--- config.mk ---
export PLATFORM = sky130hd
export DESIGN_NAME = mmc_spi_top
export DESIGN_NICKNAME = d
export VERILOG_FILES = /design/src/logic/mmc_pkg.sv /design/src/logic/mmc_clock_gen.sv /design/src/logic/mmc_cmd_builder.sv /design/src/logic/mmc_spi_engine.sv /design/src/logic/mmc_spi_top.sv
export SDC_FILE = /design/constraint.sdc
export NUM_CORES = 1
export LEC_CHECK = 0
export ABC_AREA = 1
export BUFFER_PORTS_ARGS = -buffer_cell sky130_fd_sc_hd__buf_2
export CAP_MARGIN = 30
export CORE_AREA = 2 2 114 116
export CTS_CLUSTER_SIZE = 12
export DETAILED_ROUTE_END_ITERATION = 10
export DIE_AREA = 0 0 116 118
export GPL_TIMING_DRIVEN = 0
export PLACE_DENSITY = 0.66
export SYNTH_ARGS = -nofsm -noshare
export SYNTH_HDL_FRONTEND = slang
export SYNTH_SLANG_ARGS = --single-unit
export TNS_END_PERCENT = 100
--- constraint.sdc ---
create_clock -name mmc_clk -period 4.8 [get_ports mmc_clk]
set_input_delay 0.96 -clock mmc_clk [delete_from_list [all_inputs] [get_ports mmc_clk]]
set_output_delay 0.96 -clock mmc_clk [all_outputs]
set_load 0.01 [all_outputs]
--- src/logic/mmc_pkg.sv ---
// MMC SPI shared definitions
`default_nettype none

package mmc_pkg;

   // protocol constants
   localparam int MMC_WAKE_CLOCKS = 80;
   localparam int MMC_FRAME_BITS  = 48;
   localparam int MMC_BYTE_BITS   = 8;
   localparam int MMC_RESET_HOLD  = 64;

   // engine operation encoding
   localparam logic [2:0] MMC_ST_IDLE    = 3'd0;
   localparam logic [2:0] MMC_ST_WAKE    = 3'd1;
   localparam logic [2:0] MMC_ST_CMD     = 3'd2;
   localparam logic [2:0] MMC_ST_WR      = 3'd3;
   localparam logic [2:0] MMC_ST_RD      = 3'd4;
   localparam logic [2:0] MMC_ST_RELEASE = 3'd5;
   localparam logic [2:0] MMC_ST_FINISH  = 3'd6;

   // command frame, msb first on the wire
   typedef struct packed
   {
      logic        start;
      logic        transmit;
      logic [5:0]  index;
      logic [31:0] arg;
      logic [6:0]  crc7;
      logic        stop;
   } mmc_frame_fields_t;

   // builder fills fields, engine shifts raw
   typedef union packed
   {
      logic [MMC_FRAME_BITS-1:0] raw;
      mmc_frame_fields_t         fields;
   } mmc_frame_u;

   // one-cycle job strobes, init has priority
   typedef struct packed
   {
      logic init;
      logic send;
      logic wr;
      logic rd;
   } mmc_req_t;

   // card side outputs
   typedef struct packed
   {
      logic cs_n;
      logic sclk;
      logic mosi;
   } mmc_pins_t;

endpackage

`default_nettype wire

--- src/logic/mmc_clock_gen.sv ---
// MMC serial clock tick generator
`default_nettype none

module mmc_clock_gen
   import mmc_pkg::*;
#(
   parameter int SLOW_DIV = 128,
   parameter int FAST_DIV = 4
)
(
   input  wire logic mmc_clk,
   input  wire logic reset,
   input  wire logic speed,
   output logic      tick,
   output logic      ready
);

   localparam int DIV_MAX = (SLOW_DIV > FAST_DIV) ? SLOW_DIV : FAST_DIV;
   localparam int DIV_W   = $clog2(DIV_MAX + 1);
   localparam int HOLD_W  = $clog2(MMC_RESET_HOLD);

   localparam logic [DIV_W-1:0] SLOW_LOAD = DIV_W'(SLOW_DIV - 1);
   localparam logic [DIV_W-1:0] FAST_LOAD = DIV_W'(FAST_DIV - 1);
   localparam logic [HOLD_W-1:0] HOLD_LAST = HOLD_W'(MMC_RESET_HOLD - 1);

   logic [DIV_W-1:0]  div_cnt;
   logic [HOLD_W-1:0] hold_cnt;

   // reload picks the rate, so speed changes land on a tick
   always_ff @(posedge mmc_clk)
   begin
      if (reset)
         div_cnt <= SLOW_LOAD;
      else if (div_cnt == '0)
         div_cnt <= speed ? FAST_LOAD : SLOW_LOAD;
      else
         div_cnt <= div_cnt - 1'b1;
   end

   assign tick = (div_cnt == '0);

   // stretched reset, card needs time after power-up
   always_ff @(posedge mmc_clk)
   begin
      if (reset)
      begin
         hold_cnt <= '0;
         ready    <= 1'b0;
      end
      else if (!ready)
      begin
         hold_cnt <= hold_cnt + 1'b1;
         if (hold_cnt == HOLD_LAST)
            ready <= 1'b1;
      end
   end

endmodule

`default_nettype wire

--- src/logic/mmc_cmd_builder.sv ---
// MMC command frame builder
`default_nettype none

module mmc_cmd_builder
   import mmc_pkg::*;
(
   input  wire logic [5:0]  cmd_index,
   input  wire logic [31:0] cmd_arg,
   output mmc_frame_u       frame
);

   localparam int HEAD_BITS = MMC_FRAME_BITS - 8;

   // generator x^7 + x^3 + 1
   localparam logic [6:0] CRC7_POLY = 7'h09;

   logic [HEAD_BITS-1:0] head;
   logic [6:0]           crc;

   // serial crc7, msb of the head first
   function automatic logic [6:0] crc7_calc(input logic [HEAD_BITS-1:0] bits);
      logic [6:0] acc;
      logic       fb;
      acc = '0;
      for (int i = HEAD_BITS - 1; i >= 0; i--)
      begin
         fb  = bits[i] ^ acc[6];
         acc = {acc[5:0], 1'b0};
         if (fb)
            acc = acc ^ CRC7_POLY;
      end
      return acc;
   endfunction

   // start 0, transmission 1, then index and argument
   assign head = {1'b0, 1'b1, cmd_index, cmd_arg};

   assign crc = crc7_calc(head);

   always_comb
   begin
      frame.fields.start    = 1'b0;
      frame.fields.transmit = 1'b1;
      frame.fields.index    = cmd_index;
      frame.fields.arg      = cmd_arg;
      frame.fields.crc7     = crc;
      frame.fields.stop     = 1'b1;
   end

endmodule

`default_nettype wire

--- src/logic/mmc_spi_engine.sv ---
// MMC SPI transfer sequencer
`default_nettype none

module mmc_spi_engine
   import mmc_pkg::*;
(
   input  wire logic       mmc_clk,
   input  wire logic       reset,
   input  wire logic       tick,
   input  wire logic       ready,
   input  wire mmc_req_t   req,
   input  wire mmc_frame_u frame,
   input  wire logic [7:0] data_in,
   input  wire logic       miso,
   output mmc_pins_t       pins,
   output logic [7:0]      data_out,
   output logic            done
);

   localparam int CNT_W = $clog2(MMC_WAKE_CLOCKS + 1);

   logic [2:0]                state;
   logic [2:0]                start_state;
   logic [CNT_W-1:0]          bit_cnt;
   logic [CNT_W-1:0]          bit_limit;
   logic [MMC_FRAME_BITS-1:0] tx_shift;
   logic [MMC_FRAME_BITS-1:0] tx_load;
   logic [MMC_BYTE_BITS-1:0]  rx_shift;
   logic                      in_job;
   logic                      accept;
   logic                      rise;
   logic                      fall;

   // job selection, first strobe wins
   always_comb
   begin
      start_state = MMC_ST_IDLE;
      tx_load     = '1;
      if (req.init)
         start_state = MMC_ST_WAKE;
      else if (req.send)
      begin
         start_state = MMC_ST_CMD;
         tx_load     = frame.raw;
      end
      else if (req.wr)
      begin
         start_state = MMC_ST_WR;
         tx_load     = {data_in, {(MMC_FRAME_BITS - MMC_BYTE_BITS){1'b1}}};
      end
      else if (req.rd)
         start_state = MMC_ST_RD;
   end

   // number of sclk periods per job
   always_comb
   begin
      case (state)
         MMC_ST_WAKE: bit_limit = CNT_W'(MMC_WAKE_CLOCKS);
         MMC_ST_CMD:  bit_limit = CNT_W'(MMC_FRAME_BITS);
         default:     bit_limit = CNT_W'(MMC_BYTE_BITS);
      endcase
   end

   assign in_job = (state == MMC_ST_WAKE) || (state == MMC_ST_CMD) ||
                   (state == MMC_ST_WR) || (state == MMC_ST_RD);

   assign accept = (state == MMC_ST_IDLE) && ready && (start_state != MMC_ST_IDLE);

   // mode 0 edges
   assign rise = tick && in_job && !pins.sclk;
   assign fall = tick && in_job && pins.sclk;

   always_ff @(posedge mmc_clk)
   begin
      if (reset)
      begin
         state     <= MMC_ST_IDLE;
         bit_cnt   <= '0;
         pins.cs_n <= 1'b1;
         pins.sclk <= 1'b0;
         pins.mosi <= 1'b1;
         data_out  <= '0;
         done      <= 1'b0;
      end
      else
      begin
         done <= 1'b0;
         case (state)
            MMC_ST_IDLE:
            begin
               if (accept)
               begin
                  state     <= start_state;
                  bit_cnt   <= '0;
                  // first bit set up ahead of the first rising edge
                  pins.mosi <= tx_load[MMC_FRAME_BITS-1];
                  pins.cs_n <= (start_state == MMC_ST_WAKE);
               end
            end
            MMC_ST_WAKE, MMC_ST_CMD, MMC_ST_WR, MMC_ST_RD:
            begin
               if (rise)
               begin
                  pins.sclk <= 1'b1;
                  bit_cnt   <= bit_cnt + 1'b1;
               end
               else if (fall)
               begin
                  pins.sclk <= 1'b0;
                  if (bit_cnt == bit_limit)
                  begin
                     state <= MMC_ST_RELEASE;
                     if (state == MMC_ST_RD)
                        data_out <= rx_shift;
                  end
                  else
                     pins.mosi <= tx_shift[MMC_FRAME_BITS-2];
               end
            end
            MMC_ST_RELEASE:
            begin
               if (tick)
               begin
                  pins.cs_n <= 1'b1;
                  pins.mosi <= 1'b1;
                  state     <= MMC_ST_FINISH;
               end
            end
            MMC_ST_FINISH:
            begin
               if (tick)
               begin
                  done  <= 1'b1;
                  state <= MMC_ST_IDLE;
               end
            end
            default:
               state <= MMC_ST_IDLE;
         endcase
      end
   end

   // shared tx register, ones fill behind the data
   always_ff @(posedge mmc_clk)
   begin
      if (accept)
         tx_shift <= tx_load;
      else if (fall)
         tx_shift <= {tx_shift[MMC_FRAME_BITS-2:0], 1'b1};
   end

   // miso sampled with the rising edge
   always_ff @(posedge mmc_clk)
   begin
      if (rise)
         rx_shift <= {rx_shift[MMC_BYTE_BITS-2:0], miso};
   end

endmodule

`default_nettype wire

--- src/logic/mmc_spi_top.sv ---
// MMC SPI controller top level
`default_nettype none

module mmc_spi_top
   import mmc_pkg::*;
#(
   parameter int SLOW_DIV = 128,
   parameter int FAST_DIV = 4
)
(
   input  wire logic        mmc_clk,
   input  wire logic        reset,
   input  wire logic        speed,
   input  wire logic        miso,
   input  wire mmc_req_t    req,
   input  wire logic [5:0]  cmd_index,
   input  wire logic [31:0] cmd_arg,
   input  wire logic [7:0]  data_in,
   output mmc_pins_t        pins,
   output logic [7:0]       data_out,
   output logic             done
);

   logic       tick;
   logic       ready;
   mmc_frame_u frame;

   mmc_clock_gen #(
      .SLOW_DIV (SLOW_DIV),
      .FAST_DIV (FAST_DIV)
   ) mmc_clock_gen_i (
      .mmc_clk (mmc_clk),
      .reset   (reset),
      .speed   (speed),
      .tick    (tick),
      .ready   (ready)
   );

   mmc_cmd_builder mmc_cmd_builder_i (
      .cmd_index (cmd_index),
      .cmd_arg   (cmd_arg),
      .frame     (frame)
   );

   mmc_spi_engine mmc_spi_engine_i (
      .mmc_clk  (mmc_clk),
      .reset    (reset),
      .tick     (tick),
      .ready    (ready),
      .req      (req),
      .frame    (frame),
      .data_in  (data_in),
      .miso     (miso),
      .pins     (pins),
      .data_out (data_out),
      .done     (done)
   );

endmodule

`default_nettype wire

==> results.sh, run 1 <==
export IMPL_vdd_ir_drop_max_v=0.000233
export IMPL_nets=858
export IMPL_cap_violations=0
export IMPL_clk_pin_slew_ps=70
export IMPL_ys_flop_type="edfxtp_1"
export IMPL_grt_overflow=0
export IMPL_status="complete, no violations"
export IMPL_yosysSeqAreaShare_pct=44.0
export IMPL_slew_headroom_pct=47.5
export IMPL_viasPerCell=4.76
export IMPL_p_per_area_nw_per_um2=361
export IMPL_gp_congestion=0.832
export IMPL_wire_per_inst_um=12.2
export IMPL_seq_area_um2=2360
export IMPL_netlist_area_leader_share_pct=30.2
export IMPL_hold_depth=1
export IMPL_dieArea_um2=13700
export IMPL_placed_cells=960
export IMPL_cts_sinks=91
export IMPL_vias=4647
export IMPL_clkPwrFrac_pct=31.3
export IMPL_required_ps=4910
export IMPL_initial_core_util_pct=43.2
export IMPL_cellLeakagePower_nw=2.89
export IMPL_synthArstFlopShare_pct=0
export IMPL_r2r_start="mmc_spi_engine_i.state[1]$_SDFFE_PP0P_"
export IMPL_finalHoldViolCount=0
export IMPL_h_tree_depth=3
export IMPL_area_growth_synth_to_final_pct=16.0
export IMPL_yosysMostFrequentCell="nand2_1"
export IMPL_grt_pass1_wl_um=20500
export IMPL_start_kind="input port"
export IMPL_die_h_um=118
export IMPL_critPathBufInv=6
export IMPL_clock_latency_ps=340
export IMPL_drive_above_1_share_pct=21.8
export IMPL_multi_input_area_um2=2520
export IMPL_fp_row_count=41
export IMPL_power_mw=2.25
export IMPL_hp_start="mmc_clock_gen_i.div_cnt[0]$_SDFF_PP1_"
export IMPL_r2r_cells=14
export IMPL_routed_wl_um=11900
export IMPL_ys_top_cells_by_area="edfxtp_1, dfxtp_1, nand2_1"
export IMPL_synthesis_instances=723
export IMPL_cp_top_family="simple AND/OR/NAND/NOR gates"
export IMPL_cts_made_buffers=9
export IMPL_crit_fanout=4
export IMPL_grt_max_degree=26
export IMPL_tns_ps=0
export IMPL_drc=0
export IMPL_synth_edff_count=54
export IMPL_ctsResizeCount=0
export IMPL_setup_ws_ps=1740
export IMPL_cts_root_buf="clkbuf_16"
export IMPL_fin_cells=976
export IMPL_worstMarginPinSlew_ps=785
export IMPL_ff2ff_setup_slack_ps=2000
export IMPL_post_cts_setup_buffers=0
export IMPL_worst_hold_path_type="reg2reg"
export IMPL_antenna_found_initial=0
export IMPL_fmax_ghz=0.327
export IMPL_diodes=0
export IMPL_pwr_share_seq_pct=38.3
export IMPL_yosysTopAreaCell="edfxtp_1"
export IMPL_pre_cts_ws_ps=1400
export IMPL_whs_endpoint="mmc_clock_gen_i.div_cnt[0]$_SDFF_PP1_"
export IMPL_post_route_min_period_ps=3060
export IMPL_yosysWarnings=0
export IMPL_setup_viol=0
export IMPL_switching_share_pct=35.7
export IMPL_grt_pass1_vias=4498
export IMPL_cts_hold_buf=0
export IMPL_syn_nets=782
export IMPL_cts_tree="yes"
export IMPL_crit_top_cell="nand2_1"
export IMPL_nFillCells=1275
export IMPL_finalCritPeriodShare_pct=63.7
export IMPL_io_pins=66
export IMPL_netlist_top_cells_count="nand2_1, inv_1, nor2_1"
export IMPL_hpwl_um=9210
export IMPL_critPathArrivalTime_ps=3170
export IMPL_endpoint_kind="flop"
export IMPL_synth_area_um2=5370
export IMPL_firstDrtPassIters=4
export IMPL_crit_type="in2reg"
export IMPL_slew_violations=0
export IMPL_holdWs_ps=394
export IMPL_rsz0062_at_grt="no"
export IMPL_detail_route_antenna_nets=0
export IMPL_p_switching_uw=803
export IMPL_grt_total_usage_pct=18.6
export IMPL_ys_types=36
export IMPL_crit_reg2reg_capture="mmc_spi_engine_i.bit_cnt[6]$_SDFFE_PP0P_"
export IMPL_drt_initial_drc_count=235
export IMPL_clockBufferDepth=2
export IMPL_syn_area_per_cell_um2=7.43
export IMPL_internal_power_mw=1.44
export IMPL_core_area_um2=12400
export IMPL_finClkSkew_ps=9.45
export IMPL_slowest_stage="nand2_1"
export IMPL_die_w_um=116
export IMPL_worst_path_largest_cell_delay_ps=130
export IMPL_ys_seq_elements=91
export IMPL_numPortBuffers=64
export IMPL_comb_power_share_pct=30.5
[layout make-up]
cell class	instances	share of cell area [%]
Buffer	12	0.864
Clock buffer	10	3.84
Clock inverter	6	0.864
Inverter	117	7.05
Multi-Input combinational cell	503	40.5
Sequential cell	91	37.9
Tap cell	172	3.46
Timing Repair Buffer	65	5.46
[state kept, by name (all words and copies together), names as in the netlist]
register                   count
mmc_spi_engine_i.done          1
mmc_spi_engine_i.bit_cnt       7
mmc_spi_engine_i.rx_shift      8
mmc_spi_engine_i.state         3
mmc_spi_engine_i.tx_shift     46
mmc_spi_engine_i.data_out      8
mmc_clock_gen_i.div_cnt        8
mmc_clock_gen_i.hold_cnt       6
mmc_spi_engine_i.pins          3
mmc_clock_gen_i.ready          1
[power groups by stage]
stage	logic (mW)	clock network, mW	registers [mW]
after CTS	0.687	0.720	0.859
after global placement	0.674	0	0.877
after detailed placement	0.681	0	0.876
after global routing	0.797	0.748	0.862
final	0.685	0.702	0.860
after floorplan	0.538	0	0.874
[per-layer routing]
layer	global-route usage, %	wire length [um]	up-vias
met5	0	0	-
met4	3.13	51	0
met3	3.71	353	4
met2	30.9	5640	67
met1	25.3	5820	2087
li1	-	-	2489
[how the worst max path moves through the flow]
stage	from	slack [ps]	endpoint	depth (start not counted)
after floorplan	mmc_spi_engine_i.state[1]$_SDFFE_PP0P_	7	mmc_spi_engine_i.tx_shift[10]$_DFFE_PP_	7
after global placement	mmc_spi_engine_i.state[1]$_SDFFE_PP0P_	-1950	mmc_spi_engine_i.tx_shift[24]$_DFFE_PP_	7
after detailed placement	cmd_arg[30]	1400	mmc_spi_engine_i.tx_shift[4]$_DFFE_PP_	27
after CTS	cmd_arg[30]	1770	mmc_spi_engine_i.tx_shift[4]$_DFFE_PP_	27
after global routing	cmd_arg[30]	1390	mmc_spi_engine_i.tx_shift[4]$_DFFE_PP_	27
final	cmd_arg[30]	1740	mmc_spi_engine_i.tx_shift[4]$_DFFE_PP_	27
[metrics by stage]
| step | utilization (%) | cell area (um^2) |
|---|---|---|
| after detailed placement | 47.8 | 5940 |
| after global routing | 50.2 | 6230 |
| after CTS | 50.2 | 6230 |
| after global placement | 47.6 | 5900 |
| after floorplan | - | 5370 |
| final | 50.2 | 6230 |
[kinds of logic after synthesis]
| logic type | Yosys count | share of synthesized area [%] |
|---|---|---|
| compound gates | 109 | 10.8 |
| xor+xnor | 8 | 1.58 |
| fa+ha+maj | 5 | 1.17 |
| buf+inv | 129 | 9.18 |
| flops | 91 | 44.0 |
| simple gates | 381 | 33.3 |
[layout by cell type (no fill, tap or decap), types with 2 or more instances in the layout]
cell type and count:
nor2_1 66, clkbuf_16 9, o22a_1 2, buf_2 65, clkbuf_1 9, nand3_2 11
o22ai_1 8, nor2_2 5, nand4_1 2, xor2_2 2, o21ai_0 34, xor2_1 2
xnor2_1 4, dfxtp_1 37, o21ai_1 2, or2_2 4, nand2_1 169, edfxtp_1 54
nand3_1 49, nand2_2 52, ha_1 5, nor3_1 14, inv_6 3, inv_1 103
a21oi_1 55, nor3b_1 4, a211oi_1 4, inv_2 14
Note: power is estimated with default switching activity, not from simulation.
==> run 2: changes to the inputs <==
--- a/config.mk
+++ b/config.mk
@@ -13,7 +13,7 @@
 export DETAILED_ROUTE_END_ITERATION = 10
 export DIE_AREA = 0 0 116 118
 export GPL_TIMING_DRIVEN = 0
-export PLACE_DENSITY = 0.66
+export PLACE_DENSITY = 0.63
 export SYNTH_ARGS = -nofsm -noshare
 export SYNTH_HDL_FRONTEND = slang
 export SYNTH_SLANG_ARGS = --single-unit
==> constraint.sdc (replaced) <==
create_clock -name mmc_clk -period 2.97 [get_ports mmc_clk]
set_input_delay 0.594 -clock mmc_clk [delete_from_list [all_inputs] [get_ports mmc_clk]]
set_output_delay 0.594 -clock mmc_clk [all_outputs]
set_load 0.01 [all_outputs]
==> results.sh, run 2 (synthesized netlist as in run 1, its figures left out) <==
export IMPL_status="complete, no violations"
export IMPL_core_area_um2=12400
export IMPL_critPathArrivalTime_ps=2770
export IMPL_placed_cells=961
export IMPL_h_tree_depth=3
export IMPL_ff2ff_setup_slack_ps=360
export IMPL_finClkSkew_ps=7.98
export IMPL_endpoint_kind="flop"
export IMPL_drt_initial_drc_count=266
export IMPL_cts_sinks=91
export IMPL_r2r_start="mmc_clock_gen_i.div_cnt[5]$_SDFF_PP1_"
export IMPL_r2r_cells=14
export IMPL_grt_pass1_vias=4666
export IMPL_diodes=0
export IMPL_cts_tree="yes"
export IMPL_worstMarginPinSlew_ps=531
export IMPL_setup_viol=0
export IMPL_critPathBufInv=6
export IMPL_clk_pin_slew_ps=70
export IMPL_area_growth_synth_to_final_pct=17.2
export IMPL_p_per_area_nw_per_um2=594
export IMPL_initial_core_util_pct=43.2
export IMPL_crit_fanout=4
export IMPL_cap_violations=0
export IMPL_detail_route_antenna_nets=0
export IMPL_firstDrtPassIters=5
export IMPL_vdd_ir_drop_max_v=0.000370
export IMPL_vias=4806
export IMPL_rsz0062_at_grt="no"
export IMPL_final_common_cell="nand2_1"
export IMPL_slowest_stage="nand2_2"
export IMPL_numPortBuffers=64
export IMPL_pwr_share_seq_pct=37.1
export IMPL_required_ps=3090
export IMPL_switching_share_pct=35.6
export IMPL_worst_hold_path_type="reg2reg"
export IMPL_slew_violations=0
export IMPL_clockBufferDepth=2
export IMPL_internal_power_mw=2.41
export IMPL_viasPerCell=4.92
export IMPL_crit_type="in2reg"
export IMPL_slew_headroom_pct=64.2
export IMPL_grt_pass1_wl_um=21100
export IMPL_worst_path_largest_cell_delay_ps=130
export IMPL_antenna_found_initial=0
export IMPL_wire_per_inst_um=12.7
export IMPL_clkPwrFrac_pct=32.8
export IMPL_cellLeakagePower_nw=2.91
export IMPL_crit_reg2reg_capture="mmc_spi_engine_i.bit_cnt[5]$_SDFFE_PP0P_"
export IMPL_nets=859
export IMPL_crit_top_cell="nand2_1"
export IMPL_clock_latency_ps=350
export IMPL_nFillCells=1220
export IMPL_fmax_ghz=0.377
export IMPL_hpwl_um=9690
export IMPL_cts_root_buf="clkbuf_16"
export IMPL_setup_ws_ps=314
export IMPL_whs_endpoint="mmc_clock_gen_i.div_cnt[0]$_SDFF_PP1_"
export IMPL_cts_hold_buf=0
export IMPL_die_w_um=116
export IMPL_finalCritPeriodShare_pct=89.4
export IMPL_start_kind="input port"
export IMPL_fin_cells=977
export IMPL_cts_made_buffers=9
export IMPL_drc=0
export IMPL_pre_cts_ws_ps=-28.8
export IMPL_grt_total_usage_pct=19.4
export IMPL_dieArea_um2=13700
export IMPL_layout_common_cells="nand2_1, inv_1, nor2_1"
export IMPL_post_route_min_period_ps=2660
export IMPL_io_pins=66
export IMPL_fin_util_pct=50.7
export IMPL_comb_power_share_pct=30.1
export IMPL_routed_wl_um=12500
export IMPL_postPlaceCellArea_um2=5960
export IMPL_p_switching_mw=1.33
export IMPL_hp_start="mmc_clock_gen_i.div_cnt[0]$_SDFF_PP1_"
export IMPL_regMostFlops="mmc_spi_engine_i.tx_shift"
export IMPL_largest_register_ffs=46
export IMPL_drive_above_1_share_pct=22.1
export IMPL_die_h_um=118
export IMPL_hold_depth=1
export IMPL_post_cts_setup_buffers=0
export IMPL_fp_row_count=41
export IMPL_grt_overflow=0
export IMPL_grt_max_degree=28
export IMPL_gp_congestion=0.919
export IMPL_cp_top_family="simple AND/OR/NAND/NOR gates"
export IMPL_final_cell_area_um2=6290
export IMPL_finalHoldViolCount=0
export IMPL_holdWs_ps=390
[run 2: layer usage]
layer | global-route usage (%) | up-vias | routed length (um)
met5 | 0 | - | 0
met4 | 6.77 | 0 | 184
met3 | 3.45 | 15 | 522
met2 | 32.9 | 100 | 6130
met1 | 24.5 | 2193 | 5610
li1 | - | 2498 | -
[run 2: worst max path at each step]
stage                                                start                                  endpoint  slack [ps]  depth (start not counted)
detailed placement                             cmd_arg[31]    mmc_spi_engine_i.tx_shift[4]$_DFFE_PP_         -30                         27
CTS                  mmc_clock_gen_i.div_cnt[5]$_SDFF_PP1_  mmc_spi_engine_i.bit_cnt[5]$_SDFFE_PP0P_         230                         14
finish                                         cmd_arg[31]    mmc_spi_engine_i.tx_shift[4]$_DFFE_PP_         310                         27
global placement     mmc_clock_gen_i.div_cnt[5]$_SDFF_PP1_   mmc_spi_engine_i.tx_shift[46]$_DFFE_PP_        -420                          7
floorplan           mmc_spi_engine_i.state[1]$_SDFFE_PP0P_   mmc_spi_engine_i.tx_shift[10]$_DFFE_PP_         300                          7
global route                                   cmd_arg[30]    mmc_spi_engine_i.tx_shift[4]$_DFFE_PP_          20                         27
[run 2: timing repair]
item | in CTS | in global routing
endpoints found under the setup margin | 0 | 4
hold endpoints to repair | 0 | 0
resized for setup | 0 | 4
[run 2: area by class of cell]
class	count	area (um^2)	area share, %
Buffer	12	53.8	0.855
Clock buffer	9	225	3.58
Clock inverter	7	91.3	1.45
Inverter	117	439	6.98
Multi-Input combinational cell	503	2540	40.3
Sequential cell	91	2360	37.5
Tap cell	172	215	3.42
Timing Repair Buffer	66	368	5.84
[run 2: power by group through the flow]
stage,combinational [mW],clock (mW),sequential (mW)
4_1_cts,1.12,1.26,1.39
5_1_grt,1.30,1.30,1.39
6_report,1.12,1.23,1.39
3_3_place_gp,1.07,0,1.41
3_5_place_dp,1.11,0,1.42
2_1_floorplan,0.870,0,1.41
[run 2: worst register-to-register path, delay by kind of cell (launching register included)]
family                 cells  cell delay (ps)
buffers and inverters      3              310
DFF                        1              340
and+or+nand+nor           11             1840
[run 2: stage by stage]
stage / setup TNS (ps) / power [mW]
global placement: -19380 / 2.49
finish: 0 / 3.74
CTS: 0 / 3.76
detailed placement: -28.8 / 2.53
global route: 0 / 4.00
floorplan: 0 / 2.28
==> run 3: changes to the inputs <==
--- a/config.mk
+++ b/config.mk
@@ -8,12 +8,12 @@
 export ABC_AREA = 1
 export BUFFER_PORTS_ARGS = -buffer_cell sky130_fd_sc_hd__buf_2
 export CAP_MARGIN = 30
-export CORE_AREA = 2 2 114 116
+export CORE_AREA = 2 2 122 124
 export CTS_CLUSTER_SIZE = 12
 export DETAILED_ROUTE_END_ITERATION = 10
-export DIE_AREA = 0 0 116 118
+export DIE_AREA = 0 0 124 126
 export GPL_TIMING_DRIVEN = 0
-export PLACE_DENSITY = 0.63
+export PLACE_DENSITY = 0.57
 export SYNTH_ARGS = -nofsm -noshare
 export SYNTH_HDL_FRONTEND = slang
 export SYNTH_SLANG_ARGS = --single-unit
==> results.sh, run 3 (synthesized netlist as in run 1, its figures left out) <==
export IMPL_status="complete, no violations"
export IMPL_nets=858
export IMPL_layout_common_cells="nand2_1, inv_1, nor2_1"
export IMPL_fmax_ghz=0.380
export IMPL_post_route_min_period_ps=2630
export IMPL_placed_cells=972
export IMPL_tns_ps=0
export IMPL_endpoint_kind="flop"
export IMPL_regMostFlops="mmc_spi_engine_i.tx_shift"
export IMPL_hpwl_um=9760
export IMPL_cts_tree="yes"
export IMPL_slew_violations=0
export IMPL_r2r_start="mmc_spi_engine_i.state[1]$_SDFFE_PP0P_"
export IMPL_finalCritPeriodShare_pct=88.7
export IMPL_drive_above_1_share_pct=21.8
export IMPL_start_kind="input port"
export IMPL_slowest_stage="nand2_2"
export IMPL_hp_start="mmc_clock_gen_i.div_cnt[0]$_SDFF_PP1_"
export IMPL_cts_root_buf="clkbuf_16"
export IMPL_vdd_ir_drop_max_v=0.000253
export IMPL_required_ps=3080
export IMPL_worstMarginPinSlew_ps=740
export IMPL_cts_sinks=91
export IMPL_hold_depth=1
export IMPL_fin_cells=988
export IMPL_cellLeakagePower_nw=2.88
export IMPL_fin_util_pct=43.6
export IMPL_clock_latency_ps=340
export IMPL_cap_violations=0
export IMPL_finalHoldViolCount=0
export IMPL_die_h_um=126
export IMPL_grt_pass1_vias=4634
export IMPL_numPortBuffers=64
export IMPL_die_w_um=124
export IMPL_post_cts_setup_buffers=0
export IMPL_finClkSkew_ps=8.55
export IMPL_vias=4750
export IMPL_setup_viol=0
export IMPL_routed_wl_um=12600
export IMPL_diodes=0
export IMPL_h_tree_depth=3
export IMPL_cts_made_buffers=9
export IMPL_p_per_area_nw_per_um2=577
export IMPL_clockBufferDepth=2
export IMPL_worst_hold_path_type="reg2reg"
export IMPL_viasPerCell=4.81
export IMPL_grt_pass1_wl_um=21300
export IMPL_grt_total_usage_pct=17.4
export IMPL_area_growth_synth_to_final_pct=16.2
export IMPL_firstDrtPassIters=5
export IMPL_fp_row_count=44
export IMPL_drc=0
export IMPL_core_area_um2=14300
export IMPL_seq_area_um2=2360
export IMPL_ff2ff_setup_slack_ps=400
export IMPL_worst_path_largest_cell_delay_ps=130
export IMPL_crit_type="in2reg"
export IMPL_largest_register_ffs=46
export IMPL_crit_top_cell="nand2_1"
export IMPL_gp_congestion=0.871
export IMPL_rsz0062_at_grt="no"
export IMPL_io_pins=66
export IMPL_crit_reg2reg_capture="mmc_spi_engine_i.bit_cnt[6]$_SDFFE_PP0P_"
export IMPL_crit_fanout=3
export IMPL_nFillCells=1448
export IMPL_wire_per_inst_um=12.7
export IMPL_grt_overflow=0
export IMPL_initial_core_util_pct=37.5
export IMPL_critPathArrivalTime_ps=2750
export IMPL_slew_headroom_pct=50.5
export IMPL_r2r_cells=14
export IMPL_whs_endpoint="mmc_clock_gen_i.div_cnt[0]$_SDFF_PP1_"
export IMPL_detail_route_antenna_nets=0
export IMPL_multi_input_area_um2=2530
export IMPL_clk_pin_slew_ps=70
export IMPL_grt_max_degree=28
export IMPL_final_common_cell="nand2_1"
export IMPL_antenna_found_initial=0
export IMPL_dieArea_um2=15600
export IMPL_drt_initial_drc_count=312
-- run 3: worst max path at each step --
stage	from	end	slack, ps
2_1_floorplan	mmc_spi_engine_i.state[1]$_SDFFE_PP0P_	mmc_spi_engine_i.tx_shift[10]$_DFFE_PP_	300
5_1_grt	cmd_arg[30]	mmc_spi_engine_i.tx_shift[4]$_DFFE_PP_	30
3_5_place_dp	cmd_arg[30]	mmc_spi_engine_i.tx_shift[4]$_DFFE_PP_	-50
6_report	cmd_arg[30]	mmc_spi_engine_i.tx_shift[4]$_DFFE_PP_	340
4_1_cts	mmc_clock_gen_i.div_cnt[5]$_SDFF_PP1_	mmc_spi_engine_i.bit_cnt[6]$_SDFFE_PP0P_	180
3_3_place_gp	mmc_spi_engine_i.state[1]$_SDFFE_PP0P_	mmc_spi_engine_i.tx_shift[12]$_DFFE_PP_	-470
-- run 3: layout make-up --
cell class	count	share of cell area [%]
clock inverters	7	0.922
inverters	117	7.04
multi-input cells	503	40.6
flip-flops and latches	91	37.9
repair buffers	65	5.45
clock buffers	9	3.61
well taps	184	3.69
plain buffers	12	0.862
-- run 3: critical path: cells and delay by family --
kind | cells | cell delay [ps]
AND/OR/NAND/NOR | 21 | 1730
buffers and inverters | 6 | 430
-- run 3: what timing repair did --
action / 4_1_cts / 5_1_grt
endpoints found under the setup margin: 0 / 3
hold buffers: 0 / 0
resized for setup: 0 / 2
-- run 3: per-stage QoR --
stage               power [mW]  hold slack, ps  setup slack (ps)  cell area (um^2)
floorplan                 2.28             365               303              5370
global placement          2.50             377              -468              5920
detailed placement        2.52             378             -45.2              5950
CTS                       3.64             396               185              6230
global route              3.87             398              26.5              6240
finish                    3.60             393               336              6240
-- run 3: where the power goes --
part | total [mW] | switching (mW) | internal [mW]
Sequential | 1.39 | 0.0294 | 1.36
Combinational | 1.11 | 0.741 | 0.369
Clock | 1.10 | 0.521 | 0.581
-- run 3: layer usage --
layer | vias up | wire, um | global-route usage (%)
li1 | 2486 | - | -
met1 | 2184 | 5890 | 22.0
met2 | 74 | 6170 | 29.5
met3 | 6 | 444 | 4.21
met4 | 0 | 82 | 4.49
met5 | - | 0 | 0
